### src/include/icache_config.svh
// ############################
// Instruction cache and FSAB bus configuration constants.
// ############################

`ifndef ICACHE_CONFIG_SVH
`define ICACHE_CONFIG_SVH

// cache geometry, direct mapped.
`define ICACHE_LINES 16

// bytes held by one cache line.
`define ICACHE_LINE_BYTES 64

// 64-bit beats needed to move one line over the bus.
`define FSAB_BEATS 8

// credits the bus grants the cache out of reset.
`define FSAB_INITIAL_CREDITS 4

// width of the credit counter, wide enough for every returned credit.
`define FSAB_CREDITS_W 3

// device ID of the CPU on the bus.
`define FSAB_DID_CPU 1

// sub-device ID of the instruction cache within the CPU.
`define FSAB_SUBDID_ICACHE 0

`endif

### src/hw/fsab_pkg.sv
// ############################
// FSAB split-transaction bus types.
// ############################

package fsab_pkg;

	// request mode carried on the outbound channel.
	// The cache only ever issues reads.
	typedef enum logic [1:0] {
		FSAB_READ  = 2'b00,
		FSAB_WRITE = 2'b01
	} fsab_mode_t;

	// device and sub-device IDs share one width.
	// A response is routed back by the pair of IDs of its requester.
	typedef logic [3:0] fsab_did_t;

	// byte address on the bus.
	// The bus space is 2 GB, so the top core address bit is dropped.
	typedef logic [30:0] fsab_addr_t;

	// number of beats in one transaction.
	typedef logic [3:0] fsab_len_t;

	// one data beat.
	typedef logic [63:0] fsab_data_t;

	// byte enables for one beat, used on writes.
	typedef logic [7:0] fsab_mask_t;

endpackage

### src/hw/icache_ifs.sv
// ############################
// Interfaces between the cache blocks.
// ############################

`timescale 1ns/100ps

// outbound FSAB request from the fill control to the bus port.
// valid is a one-cycle pulse and each pulse spends one credit.
interface fsab_req_if ();
	logic                 valid;
	fsab_pkg::fsab_mode_t mode;
	fsab_pkg::fsab_did_t  did;
	fsab_pkg::fsab_did_t  subdid;
	fsab_pkg::fsab_addr_t addr;
	fsab_pkg::fsab_len_t  len;

	modport requester (output valid, mode, did, subdid, addr, len);

	modport port (input valid, mode, did, subdid, addr, len);
endinterface


### src/hw/fsab_port.sv
// ############################
// FSAB bus port with credit count and response ID filter.
// ############################

`timescale 1ns/100ps
`include "icache_config.svh"

module fsab_port (
	input  logic                  clk,
	input  logic                  Nrst,
	fsab_req_if.port              req,
	input  logic                  fsab_credit,
	input  logic                  fsabi_valid,
	input  fsab_pkg::fsab_did_t   fsabi_did,
	input  fsab_pkg::fsab_did_t   fsabi_subdid,
	input  fsab_pkg::fsab_data_t  fsabi_data,
	output logic                  fsabo_valid,
	output fsab_pkg::fsab_mode_t  fsabo_mode,
	output fsab_pkg::fsab_did_t   fsabo_did,
	output fsab_pkg::fsab_did_t   fsabo_subdid,
	output fsab_pkg::fsab_addr_t  fsabo_addr,
	output fsab_pkg::fsab_len_t   fsabo_len,
	output logic                  credit_avail,
	output logic                  resp_valid,
	output fsab_pkg::fsab_data_t  resp_data
);
	localparam logic [`FSAB_CREDITS_W-1:0] CREDITS_INIT = `FSAB_INITIAL_CREDITS;

	logic [`FSAB_CREDITS_W-1:0] credit_cnt;

	// every request is one cycle long, so one pulse spends exactly one credit.
	always_ff @(posedge clk or negedge Nrst) begin
		if (!Nrst) begin
			credit_cnt <= CREDITS_INIT;
		end else begin
			case ({fsab_credit, req.valid})
				2'b10:   credit_cnt <= credit_cnt + 1'b1;
				2'b01:   credit_cnt <= credit_cnt - 1'b1;
				default: credit_cnt <= credit_cnt;
			endcase
		end
	end

	// a credit returned this cycle is usable from the next one.
	assign credit_avail = (credit_cnt != '0);

	// the request fields are held at zero between requests.
	always_comb begin
		fsabo_valid  = req.valid;
		fsabo_mode   = fsab_pkg::fsab_mode_t'(0);
		fsabo_did    = '0;
		fsabo_subdid = '0;
		fsabo_addr   = '0;
		fsabo_len    = '0;
		if (req.valid) begin
			fsabo_mode   = req.mode;
			fsabo_did    = req.did;
			fsabo_subdid = req.subdid;
			fsabo_addr   = req.addr;
			fsabo_len    = req.len;
		end
	end

	// responses to other devices share the inbound channel.
	assign resp_valid = fsabi_valid &&
		(fsabi_did == fsab_pkg::fsab_did_t'(`FSAB_DID_CPU)) &&
		(fsabi_subdid == fsab_pkg::fsab_did_t'(`FSAB_SUBDID_ICACHE));
	assign resp_data = fsabi_data;

	// the bus only returns credits it was given, so a count above the reset
	// value means the counter wrapped below zero or a credit came back twice.
	a_no_underflow: assert property (
		@(posedge clk) disable iff (!Nrst)
		credit_cnt <= CREDITS_INIT
	) else $error("fsab credit count left its range");

endmodule

### src/flat_wrapper.sv
// flat-port wrapper written by rule: the top's interface ports become plain ports
module fsab_port_flat 
  (clk, Nrst, fsab_credit, fsabi_valid, fsabi_did, fsabi_subdid, fsabi_data, fsabo_valid, fsabo_mode, fsabo_did, fsabo_subdid, fsabo_addr, fsabo_len, credit_avail, resp_valid, resp_data, req_valid, req_mode, req_did, req_subdid, req_addr, req_len);
  fsab_req_if req_i ();
  input  logic clk;
  input  logic Nrst;
  input  logic fsab_credit;
  input  logic fsabi_valid;
  input  fsab_pkg::fsab_did_t fsabi_did;
  input  fsab_pkg::fsab_did_t fsabi_subdid;
  input  fsab_pkg::fsab_data_t fsabi_data;
  output logic fsabo_valid;
  output fsab_pkg::fsab_mode_t fsabo_mode;
  output fsab_pkg::fsab_did_t fsabo_did;
  output fsab_pkg::fsab_did_t fsabo_subdid;
  output fsab_pkg::fsab_addr_t fsabo_addr;
  output fsab_pkg::fsab_len_t fsabo_len;
  output logic credit_avail;
  output logic resp_valid;
  output fsab_pkg::fsab_data_t resp_data;
  input wire logic [$bits(req_i.valid)-1:0] req_valid;
  input wire logic [$bits(req_i.mode)-1:0] req_mode;
  input wire logic [$bits(req_i.did)-1:0] req_did;
  input wire logic [$bits(req_i.subdid)-1:0] req_subdid;
  input wire logic [$bits(req_i.addr)-1:0] req_addr;
  input wire logic [$bits(req_i.len)-1:0] req_len;
  assign req_i.valid = req_valid;
  assign req_i.mode = req_mode;
  assign req_i.did = req_did;
  assign req_i.subdid = req_subdid;
  assign req_i.addr = req_addr;
  assign req_i.len = req_len;
  fsab_port u_core (.clk(clk), .Nrst(Nrst), .req(req_i), .fsab_credit(fsab_credit), .fsabi_valid(fsabi_valid), .fsabi_did(fsabi_did), .fsabi_subdid(fsabi_subdid), .fsabi_data(fsabi_data), .fsabo_valid(fsabo_valid), .fsabo_mode(fsabo_mode), .fsabo_did(fsabo_did), .fsabo_subdid(fsabo_subdid), .fsabo_addr(fsabo_addr), .fsabo_len(fsabo_len), .credit_avail(credit_avail), .resp_valid(resp_valid), .resp_data(resp_data));
endmodule
### config.mk
export PLATFORM = sky130hd
export DESIGN_NAME = fsab_port_flat
export DESIGN_NICKNAME = d
export VERILOG_FILES = /design/src/hw/fsab_pkg.sv /design/src/hw/icache_ifs.sv /design/src/hw/fsab_port.sv /design/src/flat_wrapper.sv
export VERILOG_INCLUDE_DIRS = /design/src /design/src/include
export SDC_FILE = /design/constraint.sdc
export NUM_CORES = 1
export LEC_CHECK = 0
export BUFFER_PORTS_ARGS = -buffer_cell sky130_fd_sc_hd__buf_2
export CORE_AREA = 3 3 89 91
export CTS_CLUSTER_DIAMETER = 120
export DETAILED_ROUTE_END_ITERATION = 7
export DIE_AREA = 0 0 92 94
export SETUP_SLACK_MARGIN = 0.05
export SYNTH_ARGS = -nofsm -noshare
export SYNTH_HDL_FRONTEND = slang
export SYNTH_SLANG_ARGS = --single-unit
### constraint.sdc
create_clock -name clk -period 1.5 [get_ports clk]
set_input_delay 0.3 -clock clk [delete_from_list [all_inputs] [get_ports clk]]
set_output_delay 0.3 -clock clk [all_outputs]
set_load 0.03 [all_outputs]
## Yosys cells after proc, flatten, opt, wreduce, memory -nomap -nowiden

Index checks and enable logic that the tools add are counted.

- Register bits after elaboration: 3
- Logic and storage cells: 17

- Reduce and logical (&&, ||, !) cells: 5
- Eq/ne operators: 3
- Muxes and demuxes: 6
- $add $sub $neg: 2

Operator list:

| kind | number |
|---|---|
| $mux 31 | 1 |
| $mux 4 | 3 |
| $pmux 3 s2 | 1 |
| $eq 4x1->1 const B | 1 |
| $logic_not 4->1 | 1 |
| $add 3x1->3 const B | 1 |
| $reduce_bool 3->1 | 1 |
| $sub 3x1->3 const B | 1 |
| $eq 2x1->1 const B | 1 |
| $eq 2x2->1 const B | 1 |
| $logic_and 1x1->1 | 2 |
| $mux 2 | 1 |
| $reduce_bool 2->1 | 1 |

## Depth between registers and ports, before layout

- Depth in word-level cells: 3
- Mapped depth: 6

## Worst setup path after synthesis

No wires, ideal clock.

- Path kind: input to output
- Start: in fsabi_subdid[1]
- End: out resp_valid
- Arrival: 1.281 ns
- Stages on the path: 3
- Slack: -0.081 ns
- Path through: nor4_1 > nand3b_1 > nor4b_2

- Longest elaborated chain between the ends: 2

RTL lines:

| element | line | text |
|---|---|---|
| from (decl) | flat_wrapper.sv:10 | `input fsab_pkg::fsab_did_t fsabi_subdid;` |
| $logic_not 4->1 | fsab_port.sv:67 | `` (fsabi_subdid == fsab_pkg::fsab_did_t'(`FSAB_SUBDID_ICACHE)); `` |
| $logic_and 1x1->1 | fsab_port.sv:65 | `assign resp_valid = fsabi_valid &&` |
| to (decl) | flat_wrapper.sv:19 | `output logic resp_valid;` |

Every way passes these cells.

## Worst setup path in the final report

Same ends and word-level chain as after synthesis.

==> results_dict.tcl <==
set metrics [dict create \
    gp_congestion 0.6261 \
    cp.arrival_ns 1.19 \
    ioPinCount 234 \
    avgRoutedWirePerCell_um 11.14 \
    rows 31 \
    setup.worst_path.start "fsabi_subdid[1]" \
    synth.most_common_cell "buf_4" \
    ys_top_cells_by_count "65 x buf_4, 45 x and2_1, 4 x clkbuf_1" \
    grt_usage_pct 6.366 \
    first_global_vias 905 \
    fin_cells 274 \
    dp_cells 267 \
    cp_max_fo 1 \
    htree_levels 1 \
    die_x_um 92 \
    cp_data_required_time_ns 1.20 \
    drc 0 \
    worstReg2RegStart "u_core.credit_cnt[1]$_DFFE_PN0P_" \
    timing.rr.end "u_core.credit_cnt[2]$_DFFE_PN1P_" \
    area_growth_pct 31.49 \
    numCtsBuffers 3 \
    synth_edf_count 0 \
    cts_tree "done" \
    start_util_pct 13.49 \
    crit_type "in -> out" \
    ys_ff_latch 3 \
    num_vias 920 \
    seq_area_frac_synth_pct 7.841 \
    async_flop_share_pct 100.0 \
    root_buffer "clkbuf_8" \
    antennaDiodeCount 0 \
    reg2reg_slack_ns 0.11 \
    synth_area_leader_cell "buf_4" \
    p_leak_nw 0.7191 \
    syn_avg_cell_area_um2 7.546 \
    maxCapViolCount 0 \
    cts_sinks 3 \
    hold_violations 0 \
    fill_cells 837 \
    antenna_found_initial 0 \
    syn_area_um2 973.4 \
    slew_viol_final 0 \
    viasPerCell 3.358 \
    die_y_um 94 \
    core_um2 7214 \
    critPathLaunchType "input pin" \
    ir_drop_uv 269.7 \
    post-route-min-period_ns 1.490 \
    multiInputGateArea_um2 429.2 \
    finalSetupViolations 0 \
    maxSlewHeadroom_pct 86.31 \
    final.setup.tns_ns 0 \
    insertion_delay_ns 0.22 \
    top_register "u_core.credit_cnt" \
    drtIter0Drc 5 \
    min_path_type "in -> async" \
    largest_registers "u_core.credit_cnt (3)" \
    nets 300 \
    ant_nets 0 \
    path_clk_slew_ns 0.03 \
    dpl.hpwl_um 2607 \
    grt_first_pass_wirelength_um 4298 \
    fin_skew_ns 0.0007724 \
    largest_reg_flops 3 \
    cellPowerDensity_nw_per_um2 788.9 \
    wirelength_um 3051 \
    worst_slew_pin_slew_ns 0.2045 \
    ff_latch_area_um2 76.32 \
    drive_above_1_share_pct 68.57 \
    synth_ff_type "dfrtp_1" \
    outcome "finished clean" \
    power_mw 1.010 \
    end_kind "output pin" \
    cts_buffer_depth 2 \
    dr.pass1.iters 3 \
    rsz0062_at_grt "yes" \
    synth_area_leaders "buf_4 50%, and2_1 29%, dfrtp_1 5.1%, dfstp_2 2.7%, fa_1 2.1%" \
    synthCells 129 \
    dieArea_um2 8648 \
    synthesis.nets 253 \
    yosys_warnings 0 \
    grt_overflow 0 \
    fmax_ghz 0.6711 \
    yosysUniqueCellTypes 16 \
    io_buffers 105 \
    period_share_pct 99.33 \
    synth_top_area_share_pct 50.13 \
    grt_start_max_net_pins 27 \
    rr_worst_depth 5 \
]
-- cell families (layout without fill, tap and decap cells) --
kind of cell               Yosys count  after routing  synth area share (%)
xor gates and xnor gates             3              3                 2.700
and+or+nand+nor                     50             50                 32.91
adders and majority gates            2              2                 3.342
buffers and inverters               70            116                 52.06
muxes                                1              1                 1.157
DFF                                  3              3                 7.841
-- report_power, final --
| part | total [mW] | switching (mW) | internal, mW |
|---|---|---|---|
| Combinational | 0.604 | 0.312 | 0.291 |
| Sequential | 0.166 | 0.0297 | 0.136 |
| Clock | 0.240 | 0.0583 | 0.182 |
-- worst max path at each step --
stage | depth (start not counted) | slack [ns] | end
finish | 5 | 0.01 | resp_valid
global route | 5 | -0.06 | resp_valid
CTS | 5 | -0.02 | resp_valid
detailed placement | 5 | -0.06 | resp_valid
global placement | 5 | -0.06 | resp_valid
floorplan | 3 | 0.07 | resp_valid
-- metal layers --
metal | wire, um | vias to the layer above | part of all wire, % | global-route usage, %
met1 | 939 | 386 | 31 | 5.764
met4 | 230 | 0 | 7.5 | 4.703
met3 | 516 | 32 | 17 | 4.487
met2 | 1364 | 84 | 45 | 9.976
li1 | - | 418 | - | -
met5 | 0 | - | 0 | 0
-- worst max-delay path: stages --
cell	delay, ns
buf_6	0.10
nor4_4	0.25
nand3b_1	0.14
nor4b_4	0.24
buf_6	0.16
-- stage by stage --
step           setup WS, ns  cell area, um2  hold WS, ns  utilization [%]
4_1_cts            -0.02047            1247       0.4209            17.29
5_1_grt            -0.05995            1280       0.4362            17.74
3_5_place_dp       -0.06499            1151       0.1087            15.96
3_3_place_gp       -0.05684            1151       0.1081            15.96
2_1_floorplan       0.06680           982.2     0.004409                -
6_report            0.01001            1280       0.4141            17.74
-- area by class of cell --
type                    instances  area share, %
repair buffers                111          47.02
multi-input cells              56          33.53
well taps                      99          9.677
flip-flops and latches          3          5.963
clock buffers                   4          3.519
inverters                       1         0.2933
-- timing repair --
action,4_1_cts,5_1_grt
endpoints found under the hold margin,2,0
hold buffers,1,0
resized for setup,6,6
endpoints found under the setup margin,2,3
pin swaps,1,5
buffers inserted,2,0
-- cells in the final DEF (no fill, tap or decap), types with 2 or more instances in the layout --
master    instances
buf_2           101
and2_1           45
buf_6             5
buf_4             4
clkbuf_8          3
dfrtp_1           2
Power figures use the tool's default switching activity.
