[config.mk]
export PLATFORM = sky130hd
export DESIGN_NAME = icache_fill_flat
export DESIGN_NICKNAME = d
export VERILOG_FILES = /design/src/hw/fsab_pkg.sv /design/src/hw/icache_pkg.sv /design/src/hw/icache_ifs.sv /design/src/hw/icache_fill.sv /design/src/flat_wrapper.sv
export VERILOG_INCLUDE_DIRS = /design/src /design/src/include
export SDC_FILE = /design/constraint.sdc
export NUM_CORES = 1
export LEC_CHECK = 0
export ABC_AREA = 1
export BUFFER_PORTS_ARGS = -buffer_cell sky130_fd_sc_hd__buf_2
export CAP_MARGIN = 20
export CORE_AREA = 2 2 94 96
export CTS_BUF_LIST = sky130_fd_sc_hd__clkbuf_8
export CTS_CLUSTER_DIAMETER = 100
export DETAILED_ROUTE_END_ITERATION = 8
export DIE_AREA = 0 0 96 98
export PLACE_DENSITY = 0.67
export SLEW_MARGIN = 20
export SYNTH_ARGS = -nofsm -noshare
export SYNTH_HDL_FRONTEND = slang
export SYNTH_SLANG_ARGS = --single-unit
export TNS_END_PERCENT = 50
[constraint.sdc]
create_clock -name clk -period 2.8 [get_ports clk]
set_input_delay 0.56 -clock clk [delete_from_list [all_inputs] [get_ports clk]]
set_output_delay 0.56 -clock clk [all_outputs]
set_load 0.01 [all_outputs]
[src/include/icache_config.svh]
// ############################
// Instruction cache and FSAB bus configuration constants.
// ############################

`ifndef ICACHE_CONFIG_SVH
`define ICACHE_CONFIG_SVH

// cache geometry, direct mapped.
`define ICACHE_LINES 16

// bytes held by one cache line.
`define ICACHE_LINE_BYTES 64

// 64-bit beats needed to move one line over the bus.
`define FSAB_BEATS 8

// credits the bus grants the cache out of reset.
`define FSAB_INITIAL_CREDITS 4

// width of the credit counter, wide enough for every returned credit.
`define FSAB_CREDITS_W 3

// device ID of the CPU on the bus.
`define FSAB_DID_CPU 1

// sub-device ID of the instruction cache within the CPU.
`define FSAB_SUBDID_ICACHE 0

`endif

[src/hw/fsab_pkg.sv]
// ############################
// FSAB split-transaction bus types.
// ############################

package fsab_pkg;

	// request mode carried on the outbound channel.
	// The cache only ever issues reads.
	typedef enum logic [1:0] {
		FSAB_READ  = 2'b00,
		FSAB_WRITE = 2'b01
	} fsab_mode_t;

	// device and sub-device IDs share one width.
	// A response is routed back by the pair of IDs of its requester.
	typedef logic [3:0] fsab_did_t;

	// byte address on the bus.
	// The bus space is 2 GB, so the top core address bit is dropped.
	typedef logic [30:0] fsab_addr_t;

	// number of beats in one transaction.
	typedef logic [3:0] fsab_len_t;

	// one data beat.
	typedef logic [63:0] fsab_data_t;

	// byte enables for one beat, used on writes.
	typedef logic [7:0] fsab_mask_t;

endpackage

[src/hw/icache_pkg.sv]
// ############################
// Instruction cache types and address field helpers.
// ############################

package icache_pkg;

	typedef logic [31:0] cpu_addr_t;
	typedef logic [31:0] cpu_word_t;

	// core address layout is tag [31:10], index [9:6], beat [5:3].
	// Bit 2 picks the high or low word of a beat.
	typedef logic [21:0] ic_tag_t;
	typedef logic [3:0]  ic_idx_t;
	typedef logic [2:0]  ic_beat_t;

	function automatic ic_tag_t addr_tag(cpu_addr_t addr);
		return addr[31:10];
	endfunction

	function automatic ic_idx_t addr_idx(cpu_addr_t addr);
		return addr[9:6];
	endfunction

	function automatic ic_beat_t addr_beat(cpu_addr_t addr);
		return addr[5:3];
	endfunction

	// high word of a beat sits at the odd word address.
	function automatic logic addr_hi(cpu_addr_t addr);
		return addr[2];
	endfunction

endpackage

[src/hw/icache_ifs.sv]
// ############################
// Interfaces between the cache blocks.
// ############################

`timescale 1ns/100ps

// outbound FSAB request from the fill control to the bus port.
// valid is a one-cycle pulse and each pulse spends one credit.
interface fsab_req_if ();
	logic                 valid;
	fsab_pkg::fsab_mode_t mode;
	fsab_pkg::fsab_did_t  did;
	fsab_pkg::fsab_did_t  subdid;
	fsab_pkg::fsab_addr_t addr;
	fsab_pkg::fsab_len_t  len;

	modport requester (output valid, mode, did, subdid, addr, len);

	modport port (input valid, mode, did, subdid, addr, len);
endinterface

// fill writes from the fill control into the lookup arrays.
// we writes one beat, and done on the last beat installs the tag.
interface icache_fill_if ();
	logic                  we;
	icache_pkg::ic_idx_t   idx;
	icache_pkg::ic_beat_t  beat;
	fsab_pkg::fsab_data_t  data;
	logic                  done;
	icache_pkg::ic_tag_t   tag;

	modport source (output we, idx, beat, data, done, tag);

	modport sink (input we, idx, beat, data, done, tag);
endinterface

[src/hw/icache_fill.sv]
// ############################
// Miss detection and line fill control for the instruction cache.
// ############################

`timescale 1ns/100ps
`include "icache_config.svh"

module icache_fill (
	input  logic                  clk,
	input  logic                  Nrst,
	input  icache_pkg::cpu_addr_t rd_addr,
	input  logic                  rd_req,
	input  logic                  hit,
	input  logic                  credit_avail,
	input  logic                  resp_valid,
	input  fsab_pkg::fsab_data_t  resp_data,
	fsab_req_if.requester         req,
	icache_fill_if.source         fill
);
	localparam int OFF_W = $clog2(`ICACHE_LINE_BYTES);
	localparam icache_pkg::ic_beat_t LAST_BEAT = icache_pkg::ic_beat_t'(`FSAB_BEATS - 1);

	logic                  read_pending;
	logic                  start_read;
	logic                  last_beat;
	icache_pkg::cpu_addr_t miss_line;
	icache_pkg::cpu_addr_t fill_line;
	icache_pkg::ic_beat_t  fill_pos;

	// line-aligned address of the fetch that missed.
	assign miss_line = {rd_addr[31:OFF_W], {OFF_W{1'b0}}};

	// only one line read is in flight, so a second miss waits for the fill.
	assign start_read = rd_req && !hit && !read_pending && credit_avail;
	assign last_beat  = resp_valid && (fill_pos == LAST_BEAT);

	assign req.valid  = start_read;
	assign req.mode   = fsab_pkg::FSAB_READ;
	assign req.did    = fsab_pkg::fsab_did_t'(`FSAB_DID_CPU);
	assign req.subdid = fsab_pkg::fsab_did_t'(`FSAB_SUBDID_ICACHE);
	assign req.addr   = miss_line[30:0];
	assign req.len    = fsab_pkg::fsab_len_t'(`FSAB_BEATS);

	always_ff @(posedge clk or negedge Nrst) begin
		if (!Nrst) begin
			read_pending <= 1'b0;
			fill_pos     <= '0;
		end else if (start_read) begin
			read_pending <= 1'b1;
			fill_pos     <= '0;
		end else if (resp_valid) begin
			fill_pos <= fill_pos + 1'b1;
			if (last_beat) begin
				read_pending <= 1'b0;
			end
		end
	end

	// the core holds its address during the stall, but the fill uses its own copy.
	always_ff @(posedge clk) begin
		if (start_read) begin
			fill_line <= miss_line;
		end
	end

	// beats arrive in address order, one word pair per beat.
	assign fill.we   = resp_valid;
	assign fill.idx  = icache_pkg::addr_idx(fill_line);
	assign fill.beat = fill_pos;
	assign fill.data = resp_data;
	assign fill.done = last_beat;
	assign fill.tag  = icache_pkg::addr_tag(fill_line);

	// the bus port passes only beats addressed to the cache.
	a_resp_needs_read: assert property (
		@(posedge clk) disable iff (!Nrst)
		resp_valid |-> read_pending
	) else $error("icache fill beat arrived with no read pending");

endmodule

[src/flat_wrapper.sv]
// flat-port wrapper written by rule: the top's interface ports become plain ports
module icache_fill_flat 
  (clk, Nrst, rd_addr, rd_req, hit, credit_avail, resp_valid, resp_data, req_valid, req_mode, req_did, req_subdid, req_addr, req_len, fill_we, fill_idx, fill_beat, fill_data, fill_done, fill_tag);
  fsab_req_if req_i ();
  icache_fill_if fill_i ();
  input  logic clk;
  input  logic Nrst;
  input  icache_pkg::cpu_addr_t rd_addr;
  input  logic rd_req;
  input  logic hit;
  input  logic credit_avail;
  input  logic resp_valid;
  input  fsab_pkg::fsab_data_t resp_data;
  output wire logic [$bits(req_i.valid)-1:0] req_valid;
  output wire logic [$bits(req_i.mode)-1:0] req_mode;
  output wire logic [$bits(req_i.did)-1:0] req_did;
  output wire logic [$bits(req_i.subdid)-1:0] req_subdid;
  output wire logic [$bits(req_i.addr)-1:0] req_addr;
  output wire logic [$bits(req_i.len)-1:0] req_len;
  output wire logic [$bits(fill_i.we)-1:0] fill_we;
  output wire logic [$bits(fill_i.idx)-1:0] fill_idx;
  output wire logic [$bits(fill_i.beat)-1:0] fill_beat;
  output wire logic [$bits(fill_i.data)-1:0] fill_data;
  output wire logic [$bits(fill_i.done)-1:0] fill_done;
  output wire logic [$bits(fill_i.tag)-1:0] fill_tag;
  assign req_valid = req_i.valid;
  assign req_mode = req_i.mode;
  assign req_did = req_i.did;
  assign req_subdid = req_i.subdid;
  assign req_addr = req_i.addr;
  assign req_len = req_i.len;
  assign fill_we = fill_i.we;
  assign fill_idx = fill_i.idx;
  assign fill_beat = fill_i.beat;
  assign fill_data = fill_i.data;
  assign fill_done = fill_i.done;
  assign fill_tag = fill_i.tag;
  icache_fill u_core (.clk(clk), .Nrst(Nrst), .rd_addr(rd_addr), .rd_req(rd_req), .hit(hit), .credit_avail(credit_avail), .resp_valid(resp_valid), .resp_data(resp_data), .req(req_i), .fill(fill_i));
endmodule
Word-level counts from Yosys, hierarchy flattened
Cells that the tools add are included.

Word-level logic and storage cells: 19. Output and inout bits: 141. Register bits after elaboration: 30. Bits of input ports: 102.

$add $sub $neg: 1. Mux-type cells: 5. Equality and inequality tests: 1. Reductions and logical operators: 9.

Operators by type and width (number): $mux W3 (2); $logic_and A1 B1 Y1 (4); $reduce_bool A2 Y1 (2); $add A3 B1 Y3 const B (1); $eq A3 B3 Y1 const B (1); $mux W1 (3); $logic_not A1 Y1 (2); $reduce_and A2 Y1 (1).

Logic depth before layout (Yosys ltp)
Gate-level depths: netlist of the first run.

Depth after elaboration: 6. Gate-level depth with buffers: 6. Gate-level depth less buffers: 6.

Least setup slack after synthesis of the first run
OpenSTA, ideal clock, no wires.

Kind: input -> output. Start: in hit. End: out req_valid. Buffers on the path: 0. Data arrival time: 1.909 ns. Data required time: 2.240 ns. Slack: 0.331 ns. Stages on the path: 3. Path through: inv_1 > nand2_1 > nor2_1.

Longest elaborated chain between the ends: 4.

RTL lines: start, declared (RTL line flat_wrapper.sv:10) `input logic hit;`; $logic_not A1 Y1 (RTL line icache_fill.sv:34) `assign start_read = rd_req && !hit && !read_pending && credit_avail;`; $logic_and A1 B1 Y1 (3 in a row) (RTL line icache_fill.sv:34); end, declared (RTL line flat_wrapper.sv:14) `output wire logic [$bits(req_i.valid)-1:0] req_valid;`.

No other way between the ends.

Worst setup path after layout of the first run
Start: reg u_core.fill_pos[0], in the netlist u_core.fill.beat[0]. End: out fill_done.

Longest elaborated chain between the ends: 2.

RTL lines: start, declared (RTL line icache_fill.sv:28) `icache_pkg::ic_beat_t fill_pos;`; start signal, assigned (RTL line icache_fill.sv:52) `fill_pos <= fill_pos + 1'b1;`; $eq A3 B3 Y1 (RTL line icache_fill.sv:35) `assign last_beat = resp_valid && (fill_pos == LAST_BEAT);`; $logic_and A1 B1 Y1 (RTL line icache_fill.sv:35); end, declared (RTL line flat_wrapper.sv:24) `output wire logic [$bits(fill_i.done)-1:0] fill_done;`.

No other way between the ends.

==> results of run 1 <==
==> state kept, by name, summed over array words and instances (netlist names) <==
register	count
u_core.fill.beat	3
u_core.read_pending	1
u_core.fill_line	26
==> layout by cell type (no fill, tap or decap), drive strengths merged <==
cell type / instances
nand2: 15
inv: 8
nor2: 3
o21ai: 1
dfrtp: 4
clkinv: 2
buf: 89
conb: 20
ha: 2
edfxtp: 26
clkbuf: 5
==> per-layer routing <==
| metal | share of wire | track usage |
|---|---|---|
| met5 | 0 | 0 |
| met4 | 0.078 | 0.0813 |
| met3 | 0.16 | 0.0417 |
| met2 | 0.47 | 0.111 |
| met1 | 0.29 | 0.0427 |
==> logic make-up (layout without fill, tap and decap cells) <==
family / after synthesis / in the layout / share of synthesized area
AO/OA/AOI/OAI: 1 / 1 / 0.00271
adder cells (fa/ha/maj): 2 / 2 / 0.0136
buffers and inverters: 118 / 104 / 0.465
flip-flops: 30 / 30 / 0.478
other: 2 / 20 / 0.00408
AND/OR/NAND/NOR: 18 / 18 / 0.0367
==> worst min path at each step <==
| stage | endpoint | start | cells past startpoint | slack (ns) |
|---|---|---|---|---|
| floorplan | u_core.fill.beat[0] | Nrst | 0 | 0.26 |
| global placement | u_core.read_pending | Nrst | 1 | 0.37 |
| detailed placement | u_core.read_pending | Nrst | 1 | 0.37 |
| CTS | u_core.read_pending | Nrst | 1 | 0.07 |
| global route | u_core.read_pending | Nrst | 1 | 0.07 |
| finish | u_core.read_pending | Nrst | 1 | 0.08 |
==> power by group <==
part,internal [mW],switching [mW]
combinational,0.0815,0.119
clock,0.166,0.140
sequential,0.532,0.0214
==> area by class of cell <==
cell class / count / share of cell area
well taps: 108 / 0.0773
inverters: 8 / 0.0172
flip-flops and latches: 30 / 0.504
multi-input cells: 41 / 0.100
repair buffers: 89 / 0.256
clock buffers: 5 / 0.0394
clock inverters: 2 / 0.00573
==> summary.md, run 1 <==
| Metric | Value |
|---|---|
| Status | `finished clean` |
| Stages on the worst setup path | `5` |
| Initial antenna violation count | `0` |
| Reg2Reg Launch Point | `u_core.read_pending` |
| Reg2reg end | `u_core.fill_line[11]` |
| Top post-synthesis cells by area | `buf_4 (45%), edfxtp_1 (42%), dfrtp_1 (5.4%)` |
| Clock Latency Late Sink | `0.27 ns` |
| Arrival @ worst endpoint | `1.29 ns` |
| Critical Path Source | `u_core.fill.beat[0]` |
| CTS Hold Bufs | `0` |
| Synth top area share | `0.448` |
| Antenna diode count | `0` |
| Starting density of the core | `0.218` |
| Cell with the most instances after synthesis | `buf_4` |
| HP Class | `primary input to async pin` |
| Slowest-stage cell, CP | `dfrtp_1` |
| CP most frequent cell | `ha_1` |
| Avg Inst Size Synth | `10.8 sq um` |
| Largest net degree at the start of global routing | `28` |
| Number of setup buffers added after CTS | `0` |
| NumNets Final | `279` |
| Post-route cell area | `1750 sq um` |
| #FFs+latches synth | `30` |
| Num CTS Buffers | `5` |
| Setup TNS | `0 ns` |
| Delay of the slowest cell on the worst path | `0.41 ns` |
| Average wire per standard cell | `12.2 um` |
| CP max FO | `4` |
| # resized after CTS | `0` |
| Final ANT Viol Nets | `0` |
| Max Fclk | `0.540 GHz` |
| I/O Pins | `243` |
| CTS Buffer Depth | `2` |
| Worst IR drop on VDD | `0.000157 V` |
| Post-synth top cells | `buf_4 (110), edfxtp_1 (26), nand2_1 (15)` |
| Pwr/cell area | `606 nW/um^2` |
| Drt pass-1 iters | `3` |
| Fraction of layout cells with a size suffix above 1 | `0.560` |
| Vias in the first global route | `827` |
| Placed wire-length estimate | `2990 um` |
| Worst Setup EP | `fill_done` |
| Post-synth top area cell | `buf_4` |
| EDFF count, synth | `26` |
| LEAKAGE | `0.860 nW` |
| Synth Instances | `171` |
| Register area share after synthesis | `0.478` |
| Critical path, cell by cell | `ha_1 -> ha_1 -> nand2_1 -> inv_1 -> buf_2` |
| Fraction of registers with async set/reset | `0.133` |
| Final Core Density | `0.206` |
| Area grow syn2layout | `-5.09%` |
| Max-slew violation count | `0` |
| Skew final | `0.00236 ns` |
| Synth Cell Area | `1840 sq um` |
| WL final | `3440 um` |
| RSZ-0062 raised after global routing | `no` |
| Register clock-pin slew on the reported worst setup and hold paths | `0.06 ns` |
| Synth cell types | `10` |
| Hold WS | `0.0843 ns` |
| Vias per cell | `3.36` |
| Core outline area | `8470 sq um` |
| Post-Place Worst Slack | `1.17 ns` |
| Reg2reg setup slack | `1.49 ns` |
| CP bufs+invs | `2` |
| Die H | `98 um` |
| Root buffer cell | `clkbuf_8` |
| CTS Sinks | `30` |
| Port buffer count | `88` |
| GP Congestion | `0.690` |
| Fin crit period | `1.85 ns` |
| Final cell count without fillers | `283` |
| Crit share post-route | `0.661` |
| Post-Place Cells | `276` |
| Fillers | `948` |
| Critical Path Sink Type | `primary output` |
| Reg2reg path depth | `4` |
| Startpoint Class | `flip-flop` |
| Synth Warn # | `0` |
| Tot GR Track Use | `0.0670` |
| # H-tree levels | `2` |
| Finish-stage setup viols | `0` |
| Crit Path Class | `flip-flop to primary output` |
| First-pass GRT wire length | `4400 um` |
| Most used flip-flop cell after synthesis | `edfxtp_1` |
| Max_cap viols | `0` |
| Tot Pwr | `1.06 mW` |
| Starting DRT DRC Count | `18` |
| Die Wd | `96 um` |
| Reg area | `881 sq um` |
| Delay-heaviest family, CP | `flip-flops` |
| Vias | `951` |
| Die ar. | `9410 sq um` |
| DR DRC count | `0` |
| Area occupied by multi-input gates | `175 sq um` |
| Worst path required time | `2.24 ns` |
| Final setup margin | `0.949 ns` |
| Row count | `34` |
| GRT overflow | `0` |
| Hold Fails Final Rpt | `0` |
| Post-DP Area | `1670 sq um` |
| TritonCTS clock tree | `built` |
Power figures use the tool's default switching activity.
==> run 2, diff against run 1 <==
clock period = 1.9 ns   (was 2.8 ns; I/O delays follow)
==> summary.md, run 2 (synthesized netlist as in run 1, its figures left out) <==
| Metric | Value |
|---|---|
| Tot GR Track Use | `0.0652` |
| Reg2reg path depth | `4` |
| I/O Pins | `243` |
| Core outline area | `8470 sq um` |
| Clk pwr share | `0.291` |
| Register bank with the most flops | `u_core.fill_line` |
| Max FFs per register | `26` |
| Row count | `34` |
| Crit Path Class | `flip-flop to primary output` |
| Starting DRT DRC Count | `25` |
| Vias | `955` |
| Combinational power share | `0.189` |
| Die H | `98 um` |
| Die ar. | `9410 sq um` |
| Startpoint Class | `flip-flop` |
| Setup TNS | `0 ns` |
| Arrival @ worst endpoint | `1.30 ns` |
| Sequential Power Share | `0.520` |
| Worst path required time | `1.52 ns` |
| First-pass GRT wire length | `4300 um` |
| Drt pass-1 iters | `4` |
| GRT overflow | `0` |
| Average wire per standard cell | `12.6 um` |
| LEAKAGE | `0.864 nW` |
| Skew final | `0.00593 ns` |
| Status | `finished clean` |
| HP Class | `primary input to flip-flop` |
| Max_cap viols | `0` |
| Sw frac | `0.268` |
| Crit share post-route | `0.883` |
| Fraction of layout cells with a size suffix above 1 | `0.557` |
| # resized after CTS | `0` |
| Num CTS Buffers | `5` |
| Register clock-pin slew on the reported worst setup and hold paths | `0.06 ns` |
| DR DRC count | `0` |
| Initial antenna violation count | `0` |
| Internal power | `1.15 mW` |
| Placed wire-length estimate | `3130 um` |
| # H-tree levels | `2` |
| Max Fclk | `0.596 GHz` |
| Area grow syn2layout | `-4.55%` |
| Number of setup buffers added after CTS | `0` |
| Worst IR drop on VDD | `0.000166 V` |
| WL final | `3580 um` |
| CTS Buffer Depth | `2` |
| TritonCTS clock tree | `built` |
| Starting density of the core | `0.218` |
| Final ANT Viol Nets | `0` |
| Vias per cell | `3.36` |
| Max-slew violation count | `0` |
| Root buffer cell | `clkbuf_8` |
| Fin crit period | `1.68 ns` |
| CTS Hold Bufs | `1` |
| Antenna diode count | `0` |
| Hold Fails Final Rpt | `0` |
| Commonest non-fill, non-tap cell in the layout | `buf_2` |
| Final Core Density | `0.208` |
| Pwr/cell area | `893 nW/um^2` |
| Most frequent cells in the layout | `buf_2 (88), edfxtp_1 (26), conb_1 (20)` |
| GP Congestion | `0.752` |
| Die Wd | `96 um` |
| Clock Latency Late Sink | `0.27 ns` |
| Vias in the first global route | `759` |
| Critical Path Sink Type | `primary output` |
| Port buffer count | `88` |
| Finish-stage setup viols | `0` |
| RSZ-0062 raised after global routing | `no` |
| CTS Sinks | `30` |
| Hold depth | `1` |
| Largest net degree at the start of global routing | `28` |
| CP max FO | `4` |
| NumNets Final | `280` |
| Sw Pwr | `0.420 mW` |
==> run 2: changes by cell type in the layout (fill, tap and decap cells not counted) <==
cell / delta
dlygate4sd3_1: +1
==> run 2: layout make-up <==
| class | instances | area, sq um |
|---|---|---|
| Multi-Input combinational cell | 41 | 175 |
| Tap cell | 108 | 135 |
| Inverter | 8 | 30.0 |
| Sequential cell | 30 | 881 |
| Timing Repair Buffer | 90 | 458 |
| Fill cell | 948 | 6710 |
| Clock inverter | 2 | 10.0 |
| Clock buffer | 5 | 68.8 |
==> run 2: stage by stage <==
stage	instance area [sq um]	hold slack [ns]	setup WS (ns)	power (mW)	std cells
2_1_floorplan	1910	0.0844	0.250	1.19	189
3_3_place_gp	1670	0.190	0.527	1.12	276
3_5_place_dp	1670	0.191	0.493	1.13	276
4_1_cts	1760	0.273	0.197	1.60	284
5_1_grt	1760	0.274	0.134	1.67	284
6_report	1760	0.288	0.223	1.57	284
==> run 2: final timing paths <==
path / slack, ns / startpoint / to
min in group asynchronous: 0.45 / Nrst / u_core.fill.beat[0]
worst max register to register: 0.60 / u_core.read_pending / u_core.fill_line[26]
worst min register to register: 0.58 / u_core.read_pending / u_core.read_pending
worst max-delay path: 0.22 / u_core.fill.beat[0] / fill_done
max in group asynchronous: 1.33 / Nrst / u_core.fill.beat[2]
worst min-delay path: 0.29 / rd_addr[31] / u_core.fill_line[31]
==> run 2: per-layer routing <==
metal  wire length, um  vias up  GRT usage
li1                  -      412          -
met1               875      408     0.0383
met2              1680      113      0.113
met3               791       22     0.0486
met4               226        0     0.0648
met5                 0        -          0
==> run 2: power groups by stage <==
stage | sequential [mW] | clock, mW | combinational, mW
after detailed placement | 0.829 | 0 | 0.301
final | 0.816 | 0.457 | 0.296
after global routing | 0.823 | 0.504 | 0.342
after floorplan | 0.852 | 0 | 0.339
after CTS | 0.816 | 0.483 | 0.304
after global placement | 0.827 | 0 | 0.293
==> run 2: critical path, cell delays in order, from the launching register on <==
cell     delay (ns)
dfrtp_1        0.41
ha_1           0.21
ha_1           0.18
nand2_1        0.06
inv_1          0.05
buf_2          0.13
==> run 3, diff against run 2 <==
RECOVER_POWER = 50   (was default)
==> summary.md, run 3 (synthesized netlist as in run 1, its figures left out) <==
| Metric | Value |
|---|---|
| Status | `finished clean` |
| Worst IR drop on VDD | `0.000165 V` |
| Average wire per standard cell | `12.5 um` |
| Arrival @ worst endpoint | `1.30 ns` |
| Die H | `98 um` |
| Commonest non-fill, non-tap cell in the layout | `buf_2` |
| CTS Sinks | `30` |
| Final ANT Viol Nets | `0` |
| CTS Buffer Depth | `2` |
| Drt pass-1 iters | `4` |
| # H-tree levels | `2` |
| Tot GR Track Use | `0.0652` |
| Vias in the first global route | `759` |
| Register bank with the most flops | `u_core.fill_line` |
| Vias | `957` |
| Largest net degree at the start of global routing | `28` |
| Initial antenna violation count | `0` |
| Reg2reg path depth | `4` |
| Fraction of layout cells with a size suffix above 1 | `0.472` |
| Crit Path Class | `flip-flop to primary output` |
| TritonCTS clock tree | `built` |
| Placed wire-length estimate | `3130 um` |
| Num CTS Buffers | `5` |
| Skew final | `0.00587 ns` |
| NumNets Final | `280` |
| I/O Pins | `243` |
| Critical Path Sink Type | `primary output` |
| Vias per cell | `3.37` |
| Starting DRT DRC Count | `26` |
| Max FFs per register | `26` |
| Starting density of the core | `0.218` |
| Max Fclk | `0.596 GHz` |
| CP max FO | `4` |
| RSZ-0062 raised after global routing | `no` |
| Die Wd | `96 um` |
| Antenna diode count | `0` |
| Area grow syn2layout | `-5.57%` |
| Final Core Density | `0.205` |
| Root buffer cell | `clkbuf_8` |
| GRT overflow | `0` |
| Register clock-pin slew on the reported worst setup and hold paths | `0.06 ns` |
| Clock Latency Late Sink | `0.27 ns` |
| Max-slew violation count | `0` |
| Die ar. | `9410 sq um` |
| First-pass GRT wire length | `4300 um` |
| Most frequent cells in the layout | `buf_2 (73), edfxtp_1 (26), conb_1 (20)` |
| WL final | `3560 um` |
| Max_cap viols | `0` |
| Core outline area | `8470 sq um` |
| Startpoint Class | `flip-flop` |
| Worst path required time | `1.52 ns` |
| # resized after CTS | `0` |
| HP Class | `primary input to flip-flop` |
| Crit share post-route | `0.883` |
| Pwr/cell area | `900 nW/um^2` |
| Tot Pwr | `1.56 mW` |
| Port buffer count | `88` |
| Hold Fails Final Rpt | `0` |
| Fin crit period | `1.68 ns` |
| Row count | `34` |
| LEAKAGE | `0.823 nW` |
| Hold depth | `1` |
| GP Congestion | `0.752` |
| Setup TNS | `0 ns` |
| DR DRC count | `0` |
| Finish-stage setup viols | `0` |
run 3: per-layer routing:
| layer | up-vias | wire (um) | GRT usage |
|---|---|---|---|
| met5 | - | 0 | 0 |
| met4 | 0 | 226 | 0.0648 |
| met1 | 409 | 868 | 0.0383 |
| met3 | 22 | 785 | 0.0486 |
| li1 | 413 | - | - |
| met2 | 113 | 1680 | 0.113 |
run 3: layout make-up:
type	count	area (sq um)
clock inverters	2	10.0
flip-flops and latches	30	881
clock buffers	5	68.8
repair buffers	90	439
multi-input cells	41	175
well taps	108	135
fillers	951	6730
inverters	8	30.0
run 3: report_power, final:
part / internal [mW] / switching, mW
Combinational: 0.117 / 0.175
Clock: 0.245 / 0.212
Sequential: 0.784 / 0.0321
run 3: final timing paths:
path / from / to / slack [ns]
setup / recovery: u_core.fill.beat[0] / fill_done / 0.22
hold / removal: rd_addr[31] / u_core.fill_line[31] / 0.29
setup reg to reg: u_core.read_pending / u_core.fill_line[26] / 0.60
hold reg to reg: u_core.read_pending / u_core.read_pending / 0.58
max in group asynchronous: Nrst / u_core.fill.beat[2] / 1.24
min in group asynchronous: Nrst / u_core.fill.beat[0] / 0.47
run 3: through the flow:
stage / hold WS (ns) / std cells / worst slack [ns] / instance area, sq um
after floorplan: 0.0844 / 189 / 0.250 / 1910
after global placement: 0.190 / 276 / 0.527 / 1670
after detailed placement: 0.191 / 276 / 0.493 / 1670
after CTS: 0.273 / 284 / 0.197 / 1760
after global routing: 0.274 / 284 / 0.134 / 1740
final: 0.288 / 284 / 0.223 / 1740
run 3: critical path: stages (launching register included):
cell and delay, ns:
dfrtp_1 0.41, ha_1 0.21, ha_1 0.18, nand2_1 0.06, inv_1 0.05, buf_2 0.13
run 3: repair_timing:
action,in CTS,in global routing
buffers inserted,0,0
hold buffers,1,0
hold endpoints to repair,4,0
